File: src/lq_defines.svh
`ifndef LQ_DEFINES_SVH
`define LQ_DEFINES_SVH

// queue geometry
`define LQ_DEPTH        16
`define LQ_IDX_W        4

// commit port
`define LQ_COMMIT_W     2
`define LQ_COMMIT_NUM_W 2

// memory side widths
`define LQ_PADDR_W      32
`define LQ_WORD_BYTES   8
`define LQ_OFFSET_W     3
`define LQ_XLEN         64

// rob side
`define LQ_ROB_W        6

`endif

File: src/lq_mem_pkg.sv
`include "lq_defines.svh"

package lq_mem_pkg;

    typedef logic [`LQ_PADDR_W-1:0] paddr_t;

    // address of a whole data word, byte offset stripped
    typedef logic [`LQ_PADDR_W-`LQ_OFFSET_W-1:0] word_addr_t;

    typedef logic [`LQ_WORD_BYTES-1:0] byte_mask_t;

    typedef logic [`LQ_XLEN-1:0] lq_data_t;

    typedef logic [`LQ_ROB_W-1:0] rob_idx_t;

endpackage

File: src/lq_ptr_pkg.sv
`include "lq_defines.svh"

package lq_ptr_pkg;

    // slot inside the queue
    typedef logic [`LQ_IDX_W-1:0] lq_idx_t;

    // msb is the direction bit, flips every time the index wraps
    typedef logic [`LQ_IDX_W:0] lq_ptr_t;

    // 0 up to LQ_DEPTH inclusive
    typedef logic [`LQ_IDX_W:0] lq_count_t;

endpackage

File: src/lq_entry_if.sv
`include "lq_defines.svh"

interface lq_entry_if;
    import lq_ptr_pkg::*;
    import lq_mem_pkg::*;

    logic [`LQ_DEPTH-1:0] valid;
    logic [`LQ_DEPTH-1:0] addr_valid;
    word_addr_t           waddr   [`LQ_DEPTH];
    byte_mask_t           mask    [`LQ_DEPTH];
    rob_idx_t             rob_idx [`LQ_DEPTH];
    lq_ptr_t              head;
    lq_ptr_t              tail;

    modport entries (
        output valid, addr_valid, waddr, mask, rob_idx,
        input  head
    );
    modport ptrs (output head, tail);
    modport chk (
        input valid, addr_valid, waddr, mask, rob_idx, tail
    );

endinterface

File: src/lq_store_if.sv
interface lq_store_if;
    import lq_ptr_pkg::*;
    import lq_mem_pkg::*;

    logic       en;
    word_addr_t waddr;
    byte_mask_t mask;
    // tail seen by the store at dispatch, first younger load
    lq_ptr_t    ptr;

    modport src (
        output en, waddr, mask, ptr
    );

    modport chk (
        input en, waddr, mask, ptr
    );

endinterface

File: src/load_queue.sv
`include "lq_defines.svh"

module load_queue (
    input  logic                        clk,
    input  logic                        rst,
    input  logic                        dis_en_i,
    input  lq_mem_pkg::rob_idx_t        dis_rob_idx_i,
    input  logic                        issue_en_i,
    input  lq_ptr_pkg::lq_idx_t         issue_idx_i,
    input  lq_mem_pkg::paddr_t          issue_addr_i,
    input  lq_mem_pkg::byte_mask_t      issue_mask_i,
    input  logic                        issue_miss_i,
    input  logic                        refill_en_i,
    input  lq_ptr_pkg::lq_idx_t         refill_idx_i,
    input  lq_mem_pkg::lq_data_t        refill_data_i,
    input  logic [`LQ_COMMIT_NUM_W-1:0] commit_num_i,
    input  logic                        store_en_i,
    input  lq_mem_pkg::paddr_t          store_addr_i,
    input  lq_mem_pkg::byte_mask_t      store_mask_i,
    input  lq_ptr_pkg::lq_ptr_t         store_ptr_i,
    input  logic                        wb_ready_i,
    output lq_ptr_pkg::lq_ptr_t         dis_ptr_o,
    output logic                        full_o,
    output logic                        vio_valid_o,
    output lq_ptr_pkg::lq_idx_t         vio_idx_o,
    output lq_mem_pkg::rob_idx_t        vio_rob_idx_o,
    output logic                        wb_valid_o,
    output lq_mem_pkg::rob_idx_t        wb_rob_idx_o,
    output lq_mem_pkg::lq_data_t        wb_data_o
);
    logic dis_fire;

    lq_store_if st_if ();
    lq_entry_if ent_if ();

    // no allocation while full
    assign dis_fire = dis_en_i & ~full_o;

    assign st_if.en    = store_en_i;
    assign st_if.waddr = store_addr_i[`LQ_PADDR_W-1:`LQ_OFFSET_W];
    assign st_if.mask  = store_mask_i;
    assign st_if.ptr   = store_ptr_i;

    lq_pointers u_pointers (
        .clk          (clk),
        .rst          (rst),
        .dis_en_i     (dis_fire),
        .commit_num_i (commit_num_i),
        .dis_ptr_o    (dis_ptr_o),
        .full_o       (full_o),
        .ent_if       (ent_if.ptrs)
    );

    lq_entries u_entries (
        .clk             (clk),
        .rst             (rst),
        .alloc_en_i      (dis_fire),
        .alloc_idx_i     (dis_ptr_o[`LQ_IDX_W-1:0]),
        .alloc_rob_idx_i (dis_rob_idx_i),
        .issue_en_i      (issue_en_i),
        .issue_idx_i     (issue_idx_i),
        .issue_addr_i    (issue_addr_i),
        .issue_mask_i    (issue_mask_i),
        .issue_miss_i    (issue_miss_i),
        .refill_en_i     (refill_en_i),
        .refill_idx_i    (refill_idx_i),
        .refill_data_i   (refill_data_i),
        .commit_num_i    (commit_num_i),
        .wb_ready_i      (wb_ready_i),
        .wb_valid_o      (wb_valid_o),
        .wb_rob_idx_o    (wb_rob_idx_o),
        .wb_data_o       (wb_data_o),
        .ent_if          (ent_if.entries)
    );

    lq_violation_check u_vio_check (
        .clk           (clk),
        .rst           (rst),
        .st_if         (st_if.chk),
        .ent_if        (ent_if.chk),
        .vio_valid_o   (vio_valid_o),
        .vio_idx_o     (vio_idx_o),
        .vio_rob_idx_o (vio_rob_idx_o)
    );

endmodule

File: src/lq_entries.sv
`include "lq_defines.svh"

module lq_entries (
    input  logic                        clk,
    input  logic                        rst,
    input  logic                        alloc_en_i,
    input  lq_ptr_pkg::lq_idx_t         alloc_idx_i,
    input  lq_mem_pkg::rob_idx_t        alloc_rob_idx_i,
    input  logic                        issue_en_i,
    input  lq_ptr_pkg::lq_idx_t         issue_idx_i,
    input  lq_mem_pkg::paddr_t          issue_addr_i,
    input  lq_mem_pkg::byte_mask_t      issue_mask_i,
    input  logic                        issue_miss_i,
    input  logic                        refill_en_i,
    input  lq_ptr_pkg::lq_idx_t         refill_idx_i,
    input  lq_mem_pkg::lq_data_t        refill_data_i,
    input  logic [`LQ_COMMIT_NUM_W-1:0] commit_num_i,
    input  logic                        wb_ready_i,
    output logic                        wb_valid_o,
    output lq_mem_pkg::rob_idx_t        wb_rob_idx_o,
    output lq_mem_pkg::lq_data_t        wb_data_o,
    lq_entry_if.entries                 ent_if
);
    import lq_ptr_pkg::*;
    import lq_mem_pkg::*;

    logic [`LQ_DEPTH-1:0] valid_q;
    logic [`LQ_DEPTH-1:0] addr_valid_q;
    logic [`LQ_DEPTH-1:0] miss_q;
    logic [`LQ_DEPTH-1:0] data_valid_q;
    logic [`LQ_DEPTH-1:0] wb_done_q;

    word_addr_t waddr_q [`LQ_DEPTH];
    byte_mask_t mask_q  [`LQ_DEPTH];
    rob_idx_t   rob_q   [`LQ_DEPTH];
    lq_data_t   data_q  [`LQ_DEPTH];

    logic [`LQ_DEPTH-1:0] commit_clr;
    logic [`LQ_DEPTH-1:0] in_flight;
    logic [`LQ_DEPTH-1:0] pend;
    lq_idx_t              pick_idx;

    // writeback pipe: select stage, then output register
    logic     sel_valid_q;
    lq_idx_t  sel_idx_q;
    logic     out_valid_q;
    lq_idx_t  out_idx_q;
    rob_idx_t out_rob_q;
    lq_data_t out_data_q;
    logic     wb_stall;
    logic     wb_xfer;

    // up to two slots freed from the head
    always_comb begin
        lq_idx_t slot;
        commit_clr = '0;
        for (int j = 0; j < `LQ_COMMIT_W; j++) begin
            slot = ent_if.head[`LQ_IDX_W-1:0] + lq_idx_t'(j);
            if (j < int'(commit_num_i)) begin
                commit_clr[slot] = 1'b1;
            end
        end
    end

    // keep entries already in the pipe out of the select
    always_comb begin
        in_flight = '0;
        if (sel_valid_q) begin
            in_flight[sel_idx_q] = 1'b1;
        end
        if (out_valid_q) begin
            in_flight[out_idx_q] = 1'b1;
        end
    end

    assign pend = valid_q & miss_q & data_valid_q & ~wb_done_q & ~in_flight;

    // lowest pending index
    always_comb begin
        pick_idx = '0;
        for (int i = `LQ_DEPTH-1; i >= 0; i--) begin
            if (pend[i]) begin
                pick_idx = lq_idx_t'(i);
            end
        end
    end

    assign wb_stall = out_valid_q & ~wb_ready_i;
    assign wb_xfer  = out_valid_q & wb_ready_i;

    always_ff @(posedge clk or posedge rst) begin
        if (rst) begin
            valid_q      <= '0;
            addr_valid_q <= '0;
            miss_q       <= '0;
            data_valid_q <= '0;
            wb_done_q    <= '0;
            sel_valid_q  <= 1'b0;
            sel_idx_q    <= '0;
            out_valid_q  <= 1'b0;
            out_idx_q    <= '0;
        end else begin
            valid_q <= valid_q & ~commit_clr;
            if (alloc_en_i) begin
                valid_q[alloc_idx_i]      <= 1'b1;
                addr_valid_q[alloc_idx_i] <= 1'b0;
                miss_q[alloc_idx_i]       <= 1'b0;
                data_valid_q[alloc_idx_i] <= 1'b0;
                wb_done_q[alloc_idx_i]    <= 1'b0;
            end
            if (issue_en_i) begin
                addr_valid_q[issue_idx_i] <= 1'b1;
                miss_q[issue_idx_i]       <= issue_miss_i;
            end
            if (refill_en_i && miss_q[refill_idx_i]) begin
                data_valid_q[refill_idx_i] <= 1'b1;
            end
            if (wb_xfer) begin
                wb_done_q[out_idx_q] <= 1'b1;
            end
            if (!wb_stall) begin
                sel_valid_q <= |pend;
                sel_idx_q   <= pick_idx;
                out_valid_q <= sel_valid_q;
                out_idx_q   <= sel_idx_q;
            end
        end
    end

    always_ff @(posedge clk) begin
        if (alloc_en_i) begin
            rob_q[alloc_idx_i] <= alloc_rob_idx_i;
        end
        if (issue_en_i) begin
            waddr_q[issue_idx_i] <= issue_addr_i[`LQ_PADDR_W-1:`LQ_OFFSET_W];
            mask_q[issue_idx_i]  <= issue_mask_i;
        end
        if (refill_en_i && miss_q[refill_idx_i]) begin
            data_q[refill_idx_i] <= refill_data_i;
        end
        if (!wb_stall) begin
            out_rob_q  <= rob_q[sel_idx_q];
            out_data_q <= data_q[sel_idx_q];
        end
    end

    assign wb_valid_o   = out_valid_q;
    assign wb_rob_idx_o = out_rob_q;
    assign wb_data_o    = out_data_q;

    assign ent_if.valid      = valid_q;
    assign ent_if.addr_valid = addr_valid_q;
    assign ent_if.waddr      = waddr_q;
    assign ent_if.mask       = mask_q;
    assign ent_if.rob_idx    = rob_q;

endmodule

File: src/lq_pointers.sv
`include "lq_defines.svh"

module lq_pointers (
    input  logic                        clk,
    input  logic                        rst,
    input  logic                        dis_en_i,
    input  logic [`LQ_COMMIT_NUM_W-1:0] commit_num_i,
    output lq_ptr_pkg::lq_ptr_t         dis_ptr_o,
    output logic                        full_o,
    lq_entry_if.ptrs                    ent_if
);
    import lq_ptr_pkg::*;

    lq_ptr_t   head_q;
    lq_ptr_t   tail_q;
    lq_ptr_t   head_n;
    lq_ptr_t   tail_n;
    lq_count_t count_q;
    lq_count_t count_n;
    logic      full_q;

    // depth is a power of two, so the carry out of the index
    // lands in the direction bit and flips it on wrap
    assign head_n = head_q + lq_ptr_t'(commit_num_i);
    assign tail_n = tail_q + lq_ptr_t'(dis_en_i);

    assign count_n = count_q + lq_count_t'(dis_en_i) - lq_count_t'(commit_num_i);

    always_ff @(posedge clk or posedge rst) begin
        if (rst) begin
            head_q  <= '0;
            tail_q  <= '0;
            count_q <= '0;
            full_q  <= 1'b0;
        end else begin
            head_q  <= head_n;
            tail_q  <= tail_n;
            count_q <= count_n;
            full_q  <= (count_n == lq_count_t'(`LQ_DEPTH));
        end
    end

    // next dispatch goes to the current tail
    assign dis_ptr_o = tail_q;
    assign full_o    = full_q;

    assign ent_if.head = head_q;
    assign ent_if.tail = tail_q;

endmodule

File: src/lq_violation_check.sv
`include "lq_defines.svh"

module lq_violation_check (
    input  logic                 clk,
    input  logic                 rst,
    lq_store_if.chk              st_if,
    lq_entry_if.chk              ent_if,
    output logic                 vio_valid_o,
    output lq_ptr_pkg::lq_idx_t  vio_idx_o,
    output lq_mem_pkg::rob_idx_t vio_rob_idx_o
);
    import lq_ptr_pkg::*;
    import lq_mem_pkg::*;

    lq_ptr_t              span;
    logic [`LQ_DEPTH-1:0] hit_vec;

    // stage 1 regs
    logic [`LQ_DEPTH-1:0] s1_vec_q;
    lq_idx_t              s1_base_q;

    lq_idx_t              oldest_idx;

    // stage 2 regs
    logic                 vio_valid_q;
    lq_idx_t              vio_idx_q;
    rob_idx_t             vio_rob_q;

    // loads from the store pointer up to the tail are younger;
    // a span of 16 or more covers every slot
    assign span = ent_if.tail - st_if.ptr;

    always_comb begin
        lq_idx_t offset;
        for (int i = 0; i < `LQ_DEPTH; i++) begin
            offset = lq_idx_t'(i) - st_if.ptr[`LQ_IDX_W-1:0];
            hit_vec[i] = st_if.en
                       & ent_if.valid[i]
                       & ent_if.addr_valid[i]
                       & (ent_if.waddr[i] == st_if.waddr)
                       & (|(ent_if.mask[i] & st_if.mask))
                       & (lq_ptr_t'(offset) < span);
        end
    end

    always_ff @(posedge clk or posedge rst) begin
        if (rst) begin
            s1_vec_q <= '0;
        end else begin
            s1_vec_q <= hit_vec;
        end
    end

    always_ff @(posedge clk) begin
        s1_base_q <= st_if.ptr[`LQ_IDX_W-1:0];
    end

    // oldest younger load is the hit nearest the store pointer
    always_comb begin
        lq_idx_t cand;
        oldest_idx = s1_base_q;
        for (int k = `LQ_DEPTH-1; k >= 0; k--) begin
            cand = s1_base_q + lq_idx_t'(k);
            if (s1_vec_q[cand]) begin
                oldest_idx = cand;
            end
        end
    end

    always_ff @(posedge clk or posedge rst) begin
        if (rst) begin
            vio_valid_q <= 1'b0;
        end else begin
            vio_valid_q <= |s1_vec_q;
        end
    end

    always_ff @(posedge clk) begin
        vio_idx_q <= oldest_idx;
        vio_rob_q <= ent_if.rob_idx[oldest_idx];
    end

    assign vio_valid_o   = vio_valid_q;
    assign vio_idx_o     = vio_idx_q;
    assign vio_rob_idx_o = vio_rob_q;

endmodule

File: config.mk
export PLATFORM = sky130hd
export DESIGN_NAME = load_queue
export DESIGN_NICKNAME = d
export VERILOG_FILES = /design/src/lq_mem_pkg.sv /design/src/lq_ptr_pkg.sv /design/src/lq_entry_if.sv /design/src/lq_store_if.sv /design/src/load_queue.sv /design/src/lq_entries.sv /design/src/lq_pointers.sv /design/src/lq_violation_check.sv
export VERILOG_INCLUDE_DIRS = /design/src /design/src/src
export SDC_FILE = /design/constraint.sdc
export NUM_CORES = 2
export LEC_CHECK = 0
export BUFFER_PORTS_ARGS = -buffer_cell sky130_fd_sc_hd__buf_2
export CAP_MARGIN = 20
export CORE_ASPECT_RATIO = 1.4
export CORE_MARGIN = 2
export CORE_UTILIZATION = 50
export CTS_CLUSTER_DIAMETER = 80
export DETAILED_ROUTE_END_ITERATION = 16
export GPL_ROUTABILITY_DRIVEN = 0
export PLACE_DENSITY = 0.8
export SYNTH_ARGS = -nofsm -noshare
export SYNTH_HDL_FRONTEND = slang
export SYNTH_SLANG_ARGS = --single-unit
File: constraint.sdc
create_clock -name clk -period 5.7 [get_ports clk]
set_input_delay 0.285 -clock clk [delete_from_list [all_inputs] [get_ports clk]]
set_output_delay 0.285 -clock clk [all_outputs]
set_load 0.02 [all_outputs]
==> results.json <==
{
  "status": "complete, but fails checks",
  "violations": "design-rule violations",
  "async_flop_share": 0.0636,
  "grtUsageTotal": 0.267,
  "cp_cell_sequence": "clkinv_1, ha_1, xor2_1, mux4_2, and2_1, or2_4, o21bai_1, nor4b_1, o21ai_2, a21oi_4, buf_12, mux2_1, o2bb2ai_1, or4_1",
  "worst_slack_ns": 0.489,
  "areaGrowthSynthToFinish_pct": 14.0,
  "synth_flop_cell": "edfxtp_1",
  "required_ns": 6.39,
  "netlist_area_mm2": 0.0779,
  "rsz0062_at_grt": "no",
  "synth_seq_cells": 1918,
  "yosysMostFrequentCell": "edfxtp_1",
  "grt_pass1_vias": 43900,
  "cts_tree": "yes",
  "timing.max_cap.violations": 0,
  "numPortBuffers": 254,
  "worstSetupPathType": "reg2reg",
  "cp-start-kind": "flip-flop",
  "period_needed_ns": 5.21,
  "slowest_delay_ns": 0.61,
  "slew_headroom": 0.239,
  "cp-end-kind": "flip-flop",
  "pre_cts_slack_ns": 0.719,
  "grt_max_degree": 126,
  "avgSynthCellArea_um2": 19.0,
  "cts.path.max_buffers": 3,
  "multi_input_area_mm2": 0.0202,
  "fin_crit_sh": 0.914,
  "grt_pass1_wl_um": 304000,
  "final_util": 0.574,
  "final-hold-violation-count": 0,
  "synth_warnings": 0,
  "fp.dieW_um": 338,
  "num_rows": 171,
  "drc": 2,
  "finalSetupViolCount": 0,
  "irDropWorstVdd_mv": 0.392,
  "wire_per_inst_um": 31.4,
  "core_mm2": 0.155,
  "start_util": 0.503,
  "io_pins": 261,
  "fin_cells": 6754,
  "pwr_density_cell_mw_per_mm2": 403,
  "drive_above_1_share": 0.222,
  "cts.sinks": 1918,
  "place_hpwl_um": 112000,
  "dp.cells": 6291,
  "die_h_um": 471,
  "yosys-top-cells-area": "edfxtp_1 (69%), mux4_2 (11%), dfrtp_1 (3.9%)",
  "yosys.area.top_type_share": 0.687,
  "grt_overflow": 0,
  "root_buffer": "clkbuf_16",
  "ant_nets": 0,
  "syn_inst": 4097,
  "via_per_inst": 6.35,
  "first_iter_violations": 5926,
  "fin_hold_ws_ns": 0.0914,
  "hold_class": "in2reg",
  "post-cts-setup-buffer-count": 0,
  "seq_area_frac_synth": 0.729,
  "htreeDepth": 4,
  "power_leakage_nw": 29.1,
  "synthTopCellsByCount": "edfxtp_1 (1782), mux4_2 (370), xnor2_1 (345)",
  "tightest_slew_ns": 1.14,
  "report.final.slew_viol_count": 0,
  "cp.arrival_ns": 5.90,
  "antenna_found_initial": 19,
  "cts-buffers-inserted": 175,
  "dr.pass1.iters": 13,
  "final-seq-area_mm2": 0.0569,
  "slowest_stage": "xor2_1",
  "yosys.area.top_type": "edfxtp_1",
  "routed_wl_um": 212000,
  "critPathMaxFanout": 49,
  "synth_nets": 4328,
  "synth_cell_types": 86,
  "num_vias": 42900,
  "clock_skew_ns": 0.0546,
  "die-area_mm2": 0.159,
  "fmax_mhz": 192,
  "clock_latency_ns": 0.82,
  "clk_pin_slew_ns": 0.06,
  "synth_edf_count": 1782,
  "fillers": 11000,
  "nets": 4744
}
## power breakdown
group	internal, mW	leakage, nW	switching (mW)
Combinational	3.12	8.49	3.86
Clock	6.30	2.77	5.44
Sequential	16.4	17.8	0.720
## stage by stage
| step | power, mW | instance area (µm²) | setup TNS [ns] |
|---|---|---|---|
| 2_1_floorplan | 21.9 | 77900 | -172.87 |
| 3_3_place_gp | 23.9 | 81900 | 0 |
| 3_5_place_dp | 24.1 | 81900 | 0 |
| 4_1_cts | 36.0 | 88800 | 0 |
| 5_1_grt | 37.0 | 88800 | 0 |
| 6_report | 35.8 | 88900 | 0 |
## state kept, by name, indices dropped and copies added (netlist names), 4 cells and up
signal / flops
u_entries.data_q: 1024
u_entries.ent_if.waddr: 464
u_entries.ent_if.mask: 128
u_entries.ent_if.rob_idx: 96
u_entries.wb_data_o: 64
u_entries.data_valid_q: 16
u_entries.ent_if.addr_valid: 16
u_entries.ent_if.valid: 16
u_entries.miss_q: 16
u_entries.wb_done_q: 16
u_vio_check.s1_vec_q: 16
u_entries.wb_rob_idx_o: 6
u_vio_check.vio_rob_idx_o: 6
u_pointers.count_q: 5
u_pointers.dis_ptr_o: 5
u_entries.out_idx_q: 4
u_entries.sel_idx_q: 4
u_pointers.ent_if.head: 4
u_vio_check.s1_base_q: 4
u_vio_check.vio_idx_o: 4
## final cells by class
type	instances	share of cell area
clock inverters	113	0.0132
inverters	66	0.00290
diodes	17	0.000479
repair buffers	437	0.0360
multi-input cells	1915	0.227
clock buffers	212	0.0512
well taps	2076	0.0292
flip-flops and latches	1918	0.640
## routing by layer
layer	wire length [µm]	vias to the layer above	track usage
li1	-	17200	-
met3	21100	647	0.0560
met5	83	-	0
met4	11500	14	0.131
met1	72200	22000	0.325
met2	107000	3030	0.451
## timing repair
| action | in CTS | in global routing |
|---|---|---|
| endpoints found under the hold margin | 1825 | 0 |
| resized for setup | 0 | 0 |
| endpoints found under the setup margin | 0 | 0 |
| hold buffers | 120 | 0 |
## final timing paths
check,start,to,slack (ns),cells past startpoint
max,u_vio_check.s1_base_q[1],u_vio_check.vio_rob_idx_o[3],0.49,14
max in group asynchronous,rst,u_entries.sel_idx_q[2],3.98,5
max reg2reg,u_vio_check.s1_base_q[1],u_vio_check.vio_rob_idx_o[3],0.49,14
min in group asynchronous,rst,u_vio_check.vio_valid_o,0.53,4
min,store_mask_i[6],u_vio_check.s1_vec_q[15],0.09,3
min reg2reg,u_entries.wb_done_q[0],u_entries.wb_done_q[0],0.47,2
## critical path, delay by kind of cell (launching register included)
kind                     cells  cell delay, ns
adder cells (fa/ha/maj)      1            0.44
XOR/XNOR                     1            0.61
AND/OR/NAND/NOR              4            1.53
AO/OA/AOI/OAI                4            0.68
flip-flops                   1            0.33
buffers and inverters        2            0.67
multiplexers                 2            0.82
## cell families after synthesis
kind of cell	count (synthesis)	synth area share
DFF	1918	0.729
and+or+nand+nor	546	0.0370
xor gates and xnor gates	499	0.0561
muxes	480	0.124
AOI/OAI and AO/OA	332	0.0297
buffers and inverters	264	0.0143
adders and majority gates	58	0.00960
## cells in the final DEF, fill, tap and decap left out, types with 29 or more instances in the layout
| master | instances |
|---|---|
| inv_1 | 61 |
| nand2_1 | 133 |
| xor2_1 | 154 |
| clkinv_1 | 37 |
| a21oi_1 | 46 |
| edfxtp_1 | 1782 |
| clkbuf_1 | 35 |
| o21ai_0 | 65 |
| nand4_1 | 103 |
| xnor2_1 | 345 |
| dfrtp_1 | 119 |
| mux2i_1 | 60 |
| buf_4 | 43 |
| nor3_1 | 30 |
| clkbuf_16 | 176 |
| clkinv_2 | 37 |
| mux4_2 | 370 |
| buf_2 | 254 |
| dlygate4sd3_1 | 120 |
| nor2_1 | 60 |
| a21o_1 | 51 |
| ha_1 | 55 |
| nor4_1 | 54 |
| nand3_1 | 37 |
| a22oi_1 | 33 |
| mux2_2 | 29 |
No activity file was read; power rests on OpenSTA's default activity.
